### src/hw/bpPkg.sv
`default_nettype none

package bpPkg;

    //////////////////////////////////////////////////////////////////////
    // Widths and BTB geometry
    //////////////////////////////////////////////////////////////////////

    localparam int pcWidth = 32;

    // Direct-mapped BTB, word-aligned PCs
    localparam int btbIndexWidth = 4;
    localparam int btbEntries = 1 << btbIndexWidth;

    // Tag is everything above the index and the byte offset
    localparam int tagWidth = pcWidth - btbIndexWidth - 2;

    typedef logic [pcWidth-1:0] pcWord;

    // Sequential fetch step
    localparam pcWord pcStep = 32'd4;

    //////////////////////////////////////////////////////////////////////
    // Encodings
    //////////////////////////////////////////////////////////////////////

    // 2-bit saturating counter, upper bit is the taken prediction
    typedef enum logic [1:0] {
        strongNotTaken = 2'd0,
        weakNotTaken   = 2'd1,
        weakTaken      = 2'd2,
        strongTaken    = 2'd3
    } ctrState;

    // Fetch restart point after a resolution
    typedef enum logic [1:0] {
        npcSequential  = 2'd0,
        npcTarget      = 2'd1,
        npcFallThrough = 2'd2
    } npcSel;

endpackage

`default_nettype wire

### src/hw/branchPredictor.sv
`timescale 1ns/1ps
`default_nettype none

module branchPredictor (
    input  logic            clk,
    input  logic            rst,

    // Fetch side
    input  bpPkg::pcWord    fetchPc,
    output bpPkg::pcWord    nextFetchPc,
    output logic            predHit,
    output logic            predTaken,
    output bpPkg::pcWord    predTarget,

    // Execute side
    input  logic            resolveValid,
    input  bpPkg::pcWord    resolvePc,
    input  logic            branchInstr,
    input  logic            jumpInstr,
    input  logic            jumpTaken,
    input  bpPkg::pcWord    actualTarget,
    input  logic            exPredHit,
    input  logic            exPredTaken,
    input  bpPkg::pcWord    exPredTarget,
    input  bpPkg::ctrState  exCtr,

    output logic            flushPipe,
    output bpPkg::npcSel    redirectSel
);

    import bpPkg::*;

    // Counter read at fetch, travels down the pipe and returns as exCtr
    ctrState predCtr;

    logic                     mispredict;
    npcSel                    npcChoice;
    logic                     btbWrite;
    logic [btbIndexWidth-1:0] btbWriteIndex;
    logic [tagWidth-1:0]      btbWriteTag;
    pcWord                    btbWriteTarget;
    ctrState                  btbWriteCtr;

    btbLookup u_btbLookup (
        .clk            (clk),
        .rst            (rst),
        .fetchPc        (fetchPc),
        .btbWrite       (btbWrite),
        .btbWriteIndex  (btbWriteIndex),
        .btbWriteTag    (btbWriteTag),
        .btbWriteTarget (btbWriteTarget),
        .btbWriteCtr    (btbWriteCtr),
        .predHit        (predHit),
        .predTaken      (predTaken),
        .predTarget     (predTarget),
        .predCtr        (predCtr)
    );

    branchResolve u_branchResolve (
        .resolveValid   (resolveValid),
        .resolvePc      (resolvePc),
        .branchInstr    (branchInstr),
        .jumpInstr      (jumpInstr),
        .jumpTaken      (jumpTaken),
        .actualTarget   (actualTarget),
        .exPredHit      (exPredHit),
        .exPredTaken    (exPredTaken),
        .exPredTarget   (exPredTarget),
        .exCtr          (exCtr),
        .mispredict     (mispredict),
        .npcChoice      (npcChoice),
        .btbWrite       (btbWrite),
        .btbWriteIndex  (btbWriteIndex),
        .btbWriteTag    (btbWriteTag),
        .btbWriteTarget (btbWriteTarget),
        .btbWriteCtr    (btbWriteCtr)
    );

    redirectPath u_redirectPath (
        .clk            (clk),
        .rst            (rst),
        .mispredict     (mispredict),
        .npcChoice      (npcChoice),
        .resolvePc      (resolvePc),
        .actualTarget   (actualTarget),
        .fetchPc        (fetchPc),
        .predTaken      (predTaken),
        .predTarget     (predTarget),
        .flushPipe      (flushPipe),
        .redirectSel    (redirectSel),
        .nextFetchPc    (nextFetchPc)
    );

endmodule

`default_nettype wire

### src/hw/branchResolve.sv
`timescale 1ns/1ps
`default_nettype none

module branchResolve (
    // Resolution from execute
    input  logic                             resolveValid,
    input  bpPkg::pcWord                     resolvePc,
    input  logic                             branchInstr,
    input  logic                             jumpInstr,
    input  logic                             jumpTaken,
    input  bpPkg::pcWord                     actualTarget,

    // Prediction carried down from fetch
    input  logic                             exPredHit,
    input  logic                             exPredTaken,
    input  bpPkg::pcWord                     exPredTarget,
    input  bpPkg::ctrState                   exCtr,

    // Toward the redirect path
    output logic                             mispredict,
    output bpPkg::npcSel                     npcChoice,

    // BTB update
    output logic                             btbWrite,
    output logic [bpPkg::btbIndexWidth-1:0]  btbWriteIndex,
    output logic [bpPkg::tagWidth-1:0]       btbWriteTag,
    output bpPkg::pcWord                     btbWriteTarget,
    output bpPkg::ctrState                   btbWriteCtr
);

    import bpPkg::*;

    //////////////////////////////////////////////////////////////////////
    // Counter step
    //////////////////////////////////////////////////////////////////////

    // One step toward the outcome, holding at both ends
    function automatic ctrState stepCtr(input ctrState cur, input logic taken);
        ctrState nxt;
        case (cur)
            strongNotTaken: nxt = taken ? weakNotTaken : strongNotTaken;
            weakNotTaken:   nxt = taken ? weakTaken    : strongNotTaken;
            weakTaken:      nxt = taken ? strongTaken  : weakNotTaken;
            default:        nxt = taken ? strongTaken  : weakTaken;
        endcase
        return nxt;
    endfunction

    logic    predDir;
    logic    targetMatch;
    ctrState steppedCtr;
    logic [6:0] decodeKey;

    // A hit with a not-taken counter predicts fall-through
    assign predDir     = exPredHit && exPredTaken;
    assign targetMatch = (exPredTarget == actualTarget);
    assign steppedCtr  = stepCtr(exCtr, jumpTaken);

    // Entry location comes straight from the resolving PC
    assign btbWriteIndex = resolvePc[btbIndexWidth+1:2];
    assign btbWriteTag   = resolvePc[pcWidth-1:btbIndexWidth+2];

    // Keep the stored target on a not-taken hit
    assign btbWriteTarget = jumpTaken || jumpInstr ? actualTarget : exPredTarget;

    //////////////////////////////////////////////////////////////////////
    // Decision table
    //////////////////////////////////////////////////////////////////////

    // valid, jump, branch, hit, predicted taken, taken, target match
    assign decodeKey = {resolveValid, jumpInstr, branchInstr, exPredHit,
                        predDir, jumpTaken, targetMatch};

    always_comb
    begin
        mispredict  = 1'b0;
        npcChoice   = npcSequential;
        btbWrite    = 1'b0;
        btbWriteCtr = strongNotTaken;

        casez (decodeKey)
            // Idle or not a control transfer
            7'b0??????,
            7'b100????:
            begin
                btbWrite = 1'b0;
            end

            // Jump predicted with the right target
            7'b11??1?1:
            begin
                btbWrite    = 1'b1;
                btbWriteCtr = strongTaken;
            end

            // Any other jump
            7'b11?????:
            begin
                mispredict  = 1'b1;
                npcChoice   = npcTarget;
                btbWrite    = 1'b1;
                btbWriteCtr = strongTaken;
            end

            // Branch miss, taken, allocate
            7'b1010?1?:
            begin
                mispredict  = 1'b1;
                npcChoice   = npcTarget;
                btbWrite    = 1'b1;
                btbWriteCtr = weakTaken;
            end

            // Branch hit, predicted not taken
            7'b101100?:
            begin
                btbWrite    = 1'b1;
                btbWriteCtr = steppedCtr;
            end

            7'b101101?:
            begin
                mispredict  = 1'b1;
                npcChoice   = npcTarget;
                btbWrite    = 1'b1;
                btbWriteCtr = steppedCtr;
            end

            // Branch hit, predicted taken
            7'b101110?:
            begin
                mispredict  = 1'b1;
                npcChoice   = npcFallThrough;
                btbWrite    = 1'b1;
                btbWriteCtr = steppedCtr;
            end

            7'b1011110:
            begin
                mispredict  = 1'b1;
                npcChoice   = npcTarget;
                btbWrite    = 1'b1;
                btbWriteCtr = steppedCtr;
            end

            7'b1011111:
            begin
                btbWrite    = 1'b1;
                btbWriteCtr = steppedCtr;
            end

            // Not-taken miss leaves the BTB alone
            default:
            begin
                btbWrite = 1'b0;
            end
        endcase
    end

endmodule

`default_nettype wire

### src/hw/btbLookup.sv
`timescale 1ns/1ps
`default_nettype none

module btbLookup (
    input  logic                             clk,
    input  logic                             rst,

    // Fetch lookup
    input  bpPkg::pcWord                     fetchPc,

    // Write port from the resolution logic
    input  logic                             btbWrite,
    input  logic [bpPkg::btbIndexWidth-1:0]  btbWriteIndex,
    input  logic [bpPkg::tagWidth-1:0]       btbWriteTag,
    input  bpPkg::pcWord                     btbWriteTarget,
    input  bpPkg::ctrState                   btbWriteCtr,

    // Prediction toward fetch
    output logic                             predHit,
    output logic                             predTaken,
    output bpPkg::pcWord                     predTarget,
    output bpPkg::ctrState                   predCtr
);

    import bpPkg::*;

    //////////////////////////////////////////////////////////////////////
    // Storage
    //////////////////////////////////////////////////////////////////////

    logic [btbEntries-1:0] validBits;
    logic [tagWidth-1:0]   tagMem    [btbEntries];
    pcWord                 targetMem [btbEntries];
    ctrState               ctrMem    [btbEntries];

    // Fetch PC split
    logic [btbIndexWidth-1:0] fetchIndex;
    logic [tagWidth-1:0]      fetchTag;

    // Selected entry
    logic                     entryValid;
    logic [tagWidth-1:0]      entryTag;
    pcWord                    entryTarget;
    ctrState                  entryCtr;

    assign fetchIndex = fetchPc[btbIndexWidth+1:2];
    assign fetchTag   = fetchPc[pcWidth-1:btbIndexWidth+2];

    //////////////////////////////////////////////////////////////////////
    // Write port
    //////////////////////////////////////////////////////////////////////

    // Valid bits mark the written entries
    always_ff @(posedge clk)
    begin
        if (rst)
        begin
            validBits <= '0;
        end
        else if (btbWrite)
        begin
            validBits[btbWriteIndex] <= 1'b1;
        end
    end

    always_ff @(posedge clk)
    begin
        if (btbWrite)
        begin
            tagMem[btbWriteIndex]    <= btbWriteTag;
            targetMem[btbWriteIndex] <= btbWriteTarget;
            ctrMem[btbWriteIndex]    <= btbWriteCtr;
        end
    end

    //////////////////////////////////////////////////////////////////////
    // Lookup
    //////////////////////////////////////////////////////////////////////

    // Read is asynchronous, so a same-cycle write is seen one cycle later
    assign entryValid  = validBits[fetchIndex];
    assign entryTag    = tagMem[fetchIndex];
    assign entryTarget = targetMem[fetchIndex];
    assign entryCtr    = ctrMem[fetchIndex];

    always_comb
    begin
        predHit    = entryValid && (entryTag == fetchTag);
        predTaken  = 1'b0;
        predTarget = '0;
        predCtr    = strongNotTaken;

        if (predHit)
        begin
            // Upper counter bit gives the direction
            predTaken  = entryCtr[1];
            predTarget = entryTarget;
            predCtr    = entryCtr;
        end
    end

endmodule

`default_nettype wire

### src/hw/redirectPath.sv
`timescale 1ns/1ps
`default_nettype none

module redirectPath (
    input  logic            clk,
    input  logic            rst,

    // From the resolution logic
    input  logic            mispredict,
    input  bpPkg::npcSel    npcChoice,
    input  bpPkg::pcWord    resolvePc,
    input  bpPkg::pcWord    actualTarget,

    // Fetch prediction path
    input  bpPkg::pcWord    fetchPc,
    input  logic            predTaken,
    input  bpPkg::pcWord    predTarget,

    output logic            flushPipe,
    output bpPkg::npcSel    redirectSel,
    output bpPkg::pcWord    nextFetchPc
);

    import bpPkg::*;

    logic  flushReg;
    npcSel selReg;
    pcWord redirectPc;
    pcWord redirectPcReg;
    pcWord predictedPc;

    // Restart address chosen in the resolve cycle
    assign redirectPc = (npcChoice == npcFallThrough) ? resolvePc + pcStep : actualTarget;

    //////////////////////////////////////////////////////////////////////
    // Registered flush and redirect
    //////////////////////////////////////////////////////////////////////

    always_ff @(posedge clk)
    begin
        if (rst)
        begin
            flushReg <= 1'b0;
            selReg   <= npcSequential;
        end
        else
        begin
            flushReg <= mispredict;
            selReg   <= npcChoice;
        end
    end

    always_ff @(posedge clk)
    begin
        redirectPcReg <= redirectPc;
    end

    assign flushPipe   = flushReg;
    assign redirectSel = selReg;

    //////////////////////////////////////////////////////////////////////
    // Next fetch PC
    //////////////////////////////////////////////////////////////////////

    assign predictedPc = predTaken ? predTarget : fetchPc + pcStep;

    // Flush overrides whatever fetch predicted this cycle
    assign nextFetchPc = flushReg ? redirectPcReg : predictedPc;

endmodule

`default_nettype wire

### config.mk
export PLATFORM = sky130hd
export DESIGN_NAME = branchPredictor
export DESIGN_NICKNAME = d
export VERILOG_FILES = /design/src/hw/bpPkg.sv /design/src/hw/branchPredictor.sv /design/src/hw/branchResolve.sv /design/src/hw/btbLookup.sv /design/src/hw/redirectPath.sv
export SDC_FILE = /design/constraint.sdc
export NUM_CORES = 1
export LEC_CHECK = 0
export BUFFER_PORTS_ARGS = -buffer_cell sky130_fd_sc_hd__buf_4
export CORE_UTILIZATION = 45
export CTS_BUF_LIST = sky130_fd_sc_hd__clkbuf_4 sky130_fd_sc_hd__clkbuf_8
export CTS_CLUSTER_SIZE = 25
export DETAILED_ROUTE_END_ITERATION = 8
export PLACE_DENSITY_LB_ADDON = 0.08
export SLEW_MARGIN = 15
export SYNTH_ARGS = -nofsm -noshare
export SYNTH_HDL_FRONTEND = slang
export SYNTH_SLANG_ARGS = --single-unit
### constraint.sdc
create_clock -name clk -period 5.7 [get_ports clk]
set_clock_uncertainty 0.1 [all_clocks]
set_input_delay 0.57 -clock clk [delete_from_list [all_inputs] [get_ports clk]]
set_output_delay 0.57 -clock clk [all_outputs]
set_load 0.05 [all_outputs]
==> reports/metrics.yaml <==
job:
  drv_cap: 0
timing:
  fin_crit_sh_pct: 96.18
  tightest_slew_ns: 1.176
  max_freq_ghz: 0.1824
  slew_headroom_pct: 21.41
  drv_slew: 0
  period_minus_slack_ns: 5.482
  rsz0062_at_grt: "false"
  hold_viol: 0
  tns_ns: 0
  finalSetupViolations: 0
routing:
  drt_iter0_drc: 2345
  vias_per_cell: 5.993
  num_vias: 23653
  wl_per_cell_um: 31.76
  wl_mm: 125.4
  drt-pass1-iter-count: 5
  drtAntennaViolNets: 0
  drcViolationCount: 0
clock_tree:
  cts_num_sinks: 995
  cts.path.max_buffers: 3
  h-tree-depth: 4
  cts_setup_buffers: 0
  clk_latency_ns: 0.83
  clk_pin_slew_worst_paths_ns: 0.06
  cts_buffers: 166
  cts-root-buf: "clkbuf_8"
  cts_tree: "yes"
floorplan:
  chipWidth_um: 305.3
  rows: 110
  core_um2: 90560
  dieArea_um2: 93180
  die_height_um: 305.3
  initial_core_util_pct: 45.70
  num_io_pins: 207
grt:
  grt_usage_pct: 27.11
  grt_max_degree: 59
  grt.overflow.total: 0
  grt_pass1_vias: 24400
  grt_pass1_wl_mm: 176.5
  antenna_found_initial: 8
placed_design:
  io_buffers: 206
  gp_congestion: 0.9066
  place_area_um2: 44520
  dp.cells: 3579
  dp_hpwl_mm: 76.89
finish:
  final_cells: 3947
  fin_area_um2: 48470
  nFillCells: 7330
  final_util_pct: 53.52
  layout-drive-gt1-share_pct: 31.46
  area_delta_synth_final_pct: 17.12
  nNetsFinal: 2779
yosys:
  synth_ff_type: "edfxtp_1"
  synth_common_cells: "edfxtp_1, mux4_2, nor2_1"
  ys_seq_elements: 995
  synth_warnings: 0
  netlist_area_um2: 41380
  synth_nets: 2396
  synth.top_cell.area_share_pct: 68.50
  synth_edf_count: 944
  ys_top_cells_by_area: "edfxtp_1, mux4_2, mux2i_1"
  async_flop_share_pct: 0
  syn_avg_cell_area_um2: 18.37
  yosysMostFrequentCell: "edfxtp_1"
  synth-seq-area-share_pct: 70.96
  synth_cell_types: 75
  synth_top_area_cell: "edfxtp_1"
  synthCells: 2253
setup_path:
  crit_path_cell_trace: "buf_8 -> buf_4 -> mux4_2 -> a32oi_1 -> nand2_1 -> o41ai_1 -> nand4_1 -> or4b_4 -> nor2b_1 -> buf_4"
  max_stage_delay_ns: 0.77
  arrival_ns: 4.81
  crit_fanout: 58
  crit_slowest_cell: "o41ai_1"
  worstSetupEndpointType: "primary output"
  cp_num_buf_inv: 3
  cp.required_ns: 5.03
  worstSetupStartpointType: "primary input"
  path_delay_family: "simple AND/OR/NAND/NOR gates"
  cpMostUsedCell: "buf_4"
  worstSetupPathType: "in2out"
outcome:
  status: "complete, no violations"
pwr:
  p_leak_nw: 16.23
  pwr_density_cell_nw_per_um2: 326.9
  vdd_drop_max_uv: 228.1
min_path:
  hold_path.class: "in2reg"
==> layout by cell type, fill, tap and decap left out, types with 5 or more instances in the layout <==
cell | Yosys | final
edfxtp_1 | 944 | 944
buf_4 | 15 | 263
mux4_2 | 229 | 229
clkbuf_8 | 0 | 173
nor2_1 | 130 | 117
nand2_1 | 115 | 115
mux2i_1 | 107 | 107
dlygate4sd3_1 | 0 | 65
xnor2_1 | 64 | 64
dfxtp_1 | 51 | 50
xor2_1 | 45 | 45
mux2_2 | 45 | 45
clkinv_1 | 2 | 44
clkbuf_4 | 0 | 44
nor2b_1 | 44 | 43
o21ai_0 | 38 | 38
nand3_1 | 34 | 34
nor3_1 | 32 | 28
a22oi_1 | 23 | 23
clkinv_2 | 0 | 23
inv_1 | 23 | 22
nand4_1 | 19 | 19
a21oi_1 | 19 | 19
a211oi_2 | 17 | 17
and3_1 | 15 | 15
nor2_4 | 0 | 13
nor4_1 | 12 | 12
o221a_2 | 11 | 11
buf_12 | 3 | 11
clkinvlp_4 | 0 | 10
a22o_1 | 9 | 9
a221oi_1 | 9 | 9
nand2b_1 | 8 | 8
bufinv_16 | 0 | 7
ha_1 | 5 | 5
==> logic make-up (layout without fill, tap and decap cells) <==
kind of cell             after synthesis  in the layout  share of synthesized area, %
flip-flops                           995            995                         70.96
AND/OR/NAND/NOR                      437            437                         5.064
multiplexers                         383            383                         16.40
AO/OA/AOI/OAI                        171            171                         3.205
buffers and inverters                153            669                         1.908
XOR/XNOR                             109            109                         2.307
adder cells (fa/ha/maj)                5              5                        0.1512
other                                  0              2                             0
==> stage by stage <==
step / hold WS [ns] / setup slack, ns / power [W]
floorplan: 0.3348 / 0.05283 / 0.009098
global placement: 0.3437 / 0.2524 / 0.009642
detailed placement: 0.3590 / 0.2531 / 0.009660
CTS: 0.04673 / 0.2326 / 0.01596
global route: 0.08437 / 0.08045 / 0.01632
finish: 0.1482 / 0.2176 / 0.01584
==> where the power goes <==
part / switching (W) / internal (W)
Combinational: 0.000847 / 0.000507
Sequential: 0.0000299 / 0.00816
Clock: 0.00288 / 0.00342
Total: 0.00375 / 0.0121
==> area by class of cell <==
cell class / instances / area (um^2) / share of cell area, %
well taps: 1176 / 1471 / 3.036
repair buffers: 342 / 2887 / 5.956
flip-flops and latches: 995 / 29370 / 60.60
clock inverters: 84 / 575.6 / 1.187
diodes: 2 / 5.005 / 0.01033
multi-input cells: 1105 / 11350 / 23.41
clock buffers: 217 / 2711 / 5.594
inverters: 26 / 100.1 / 0.2065
==> per-layer routing <==
| layer | part of all wire, % | routed length [um] | vias up | track usage, % |
|---|---|---|---|---|
| met5 | 0.0072 | 9 | - | 0 |
| met4 | 1.7 | 2180 | 2 | 6.603 |
| met3 | 7.9 | 9870 | 162 | 5.456 |
| met2 | 48 | 60110 | 1068 | 43.64 |
| met1 | 42 | 53180 | 12566 | 38.08 |
| li1 | - | - | 9855 | - |
==> state kept, by name (all words and copies together) (netlist names) <==
register and count:
u_redirectPath.redirectSel 2, u_btbLookup.targetMem 512, u_redirectPath.flushPipe 1, u_btbLookup.ctrMem 16
u_btbLookup.validBits 16, u_btbLookup.tagMem 416, u_redirectPath.redirectPcReg 32
==> worst register-to-register path: stages (launching register included) <==
cell	delay, ns
dfxtp_1	0.31
nor2_1	0.11
nor2_1	0.05
==> worst paths after layout <==
path | startpoint | slack (ns) | depth (start not counted) | endpoint
min reg2reg | u_btbLookup.validBits[12] | 0.37 | 2 | u_btbLookup.validBits[12]
max | fetchPc[3] | 0.22 | 10 | predTarget[3]
min | actualTarget[31] | 0.15 | 3 | u_redirectPath.redirectPcReg[31]
max reg2reg | u_btbLookup.validBits[10] | 5.01 | 2 | u_btbLookup.validBits[10]
==> timing repair <==
| action | CTS | global route |
|---|---|---|
| gates resized for setup | 0 | 0 |
| hold endpoints to repair | 439 | 0 |
| hold buffers | 65 | 0 |
Power figures use the tool's default switching activity.
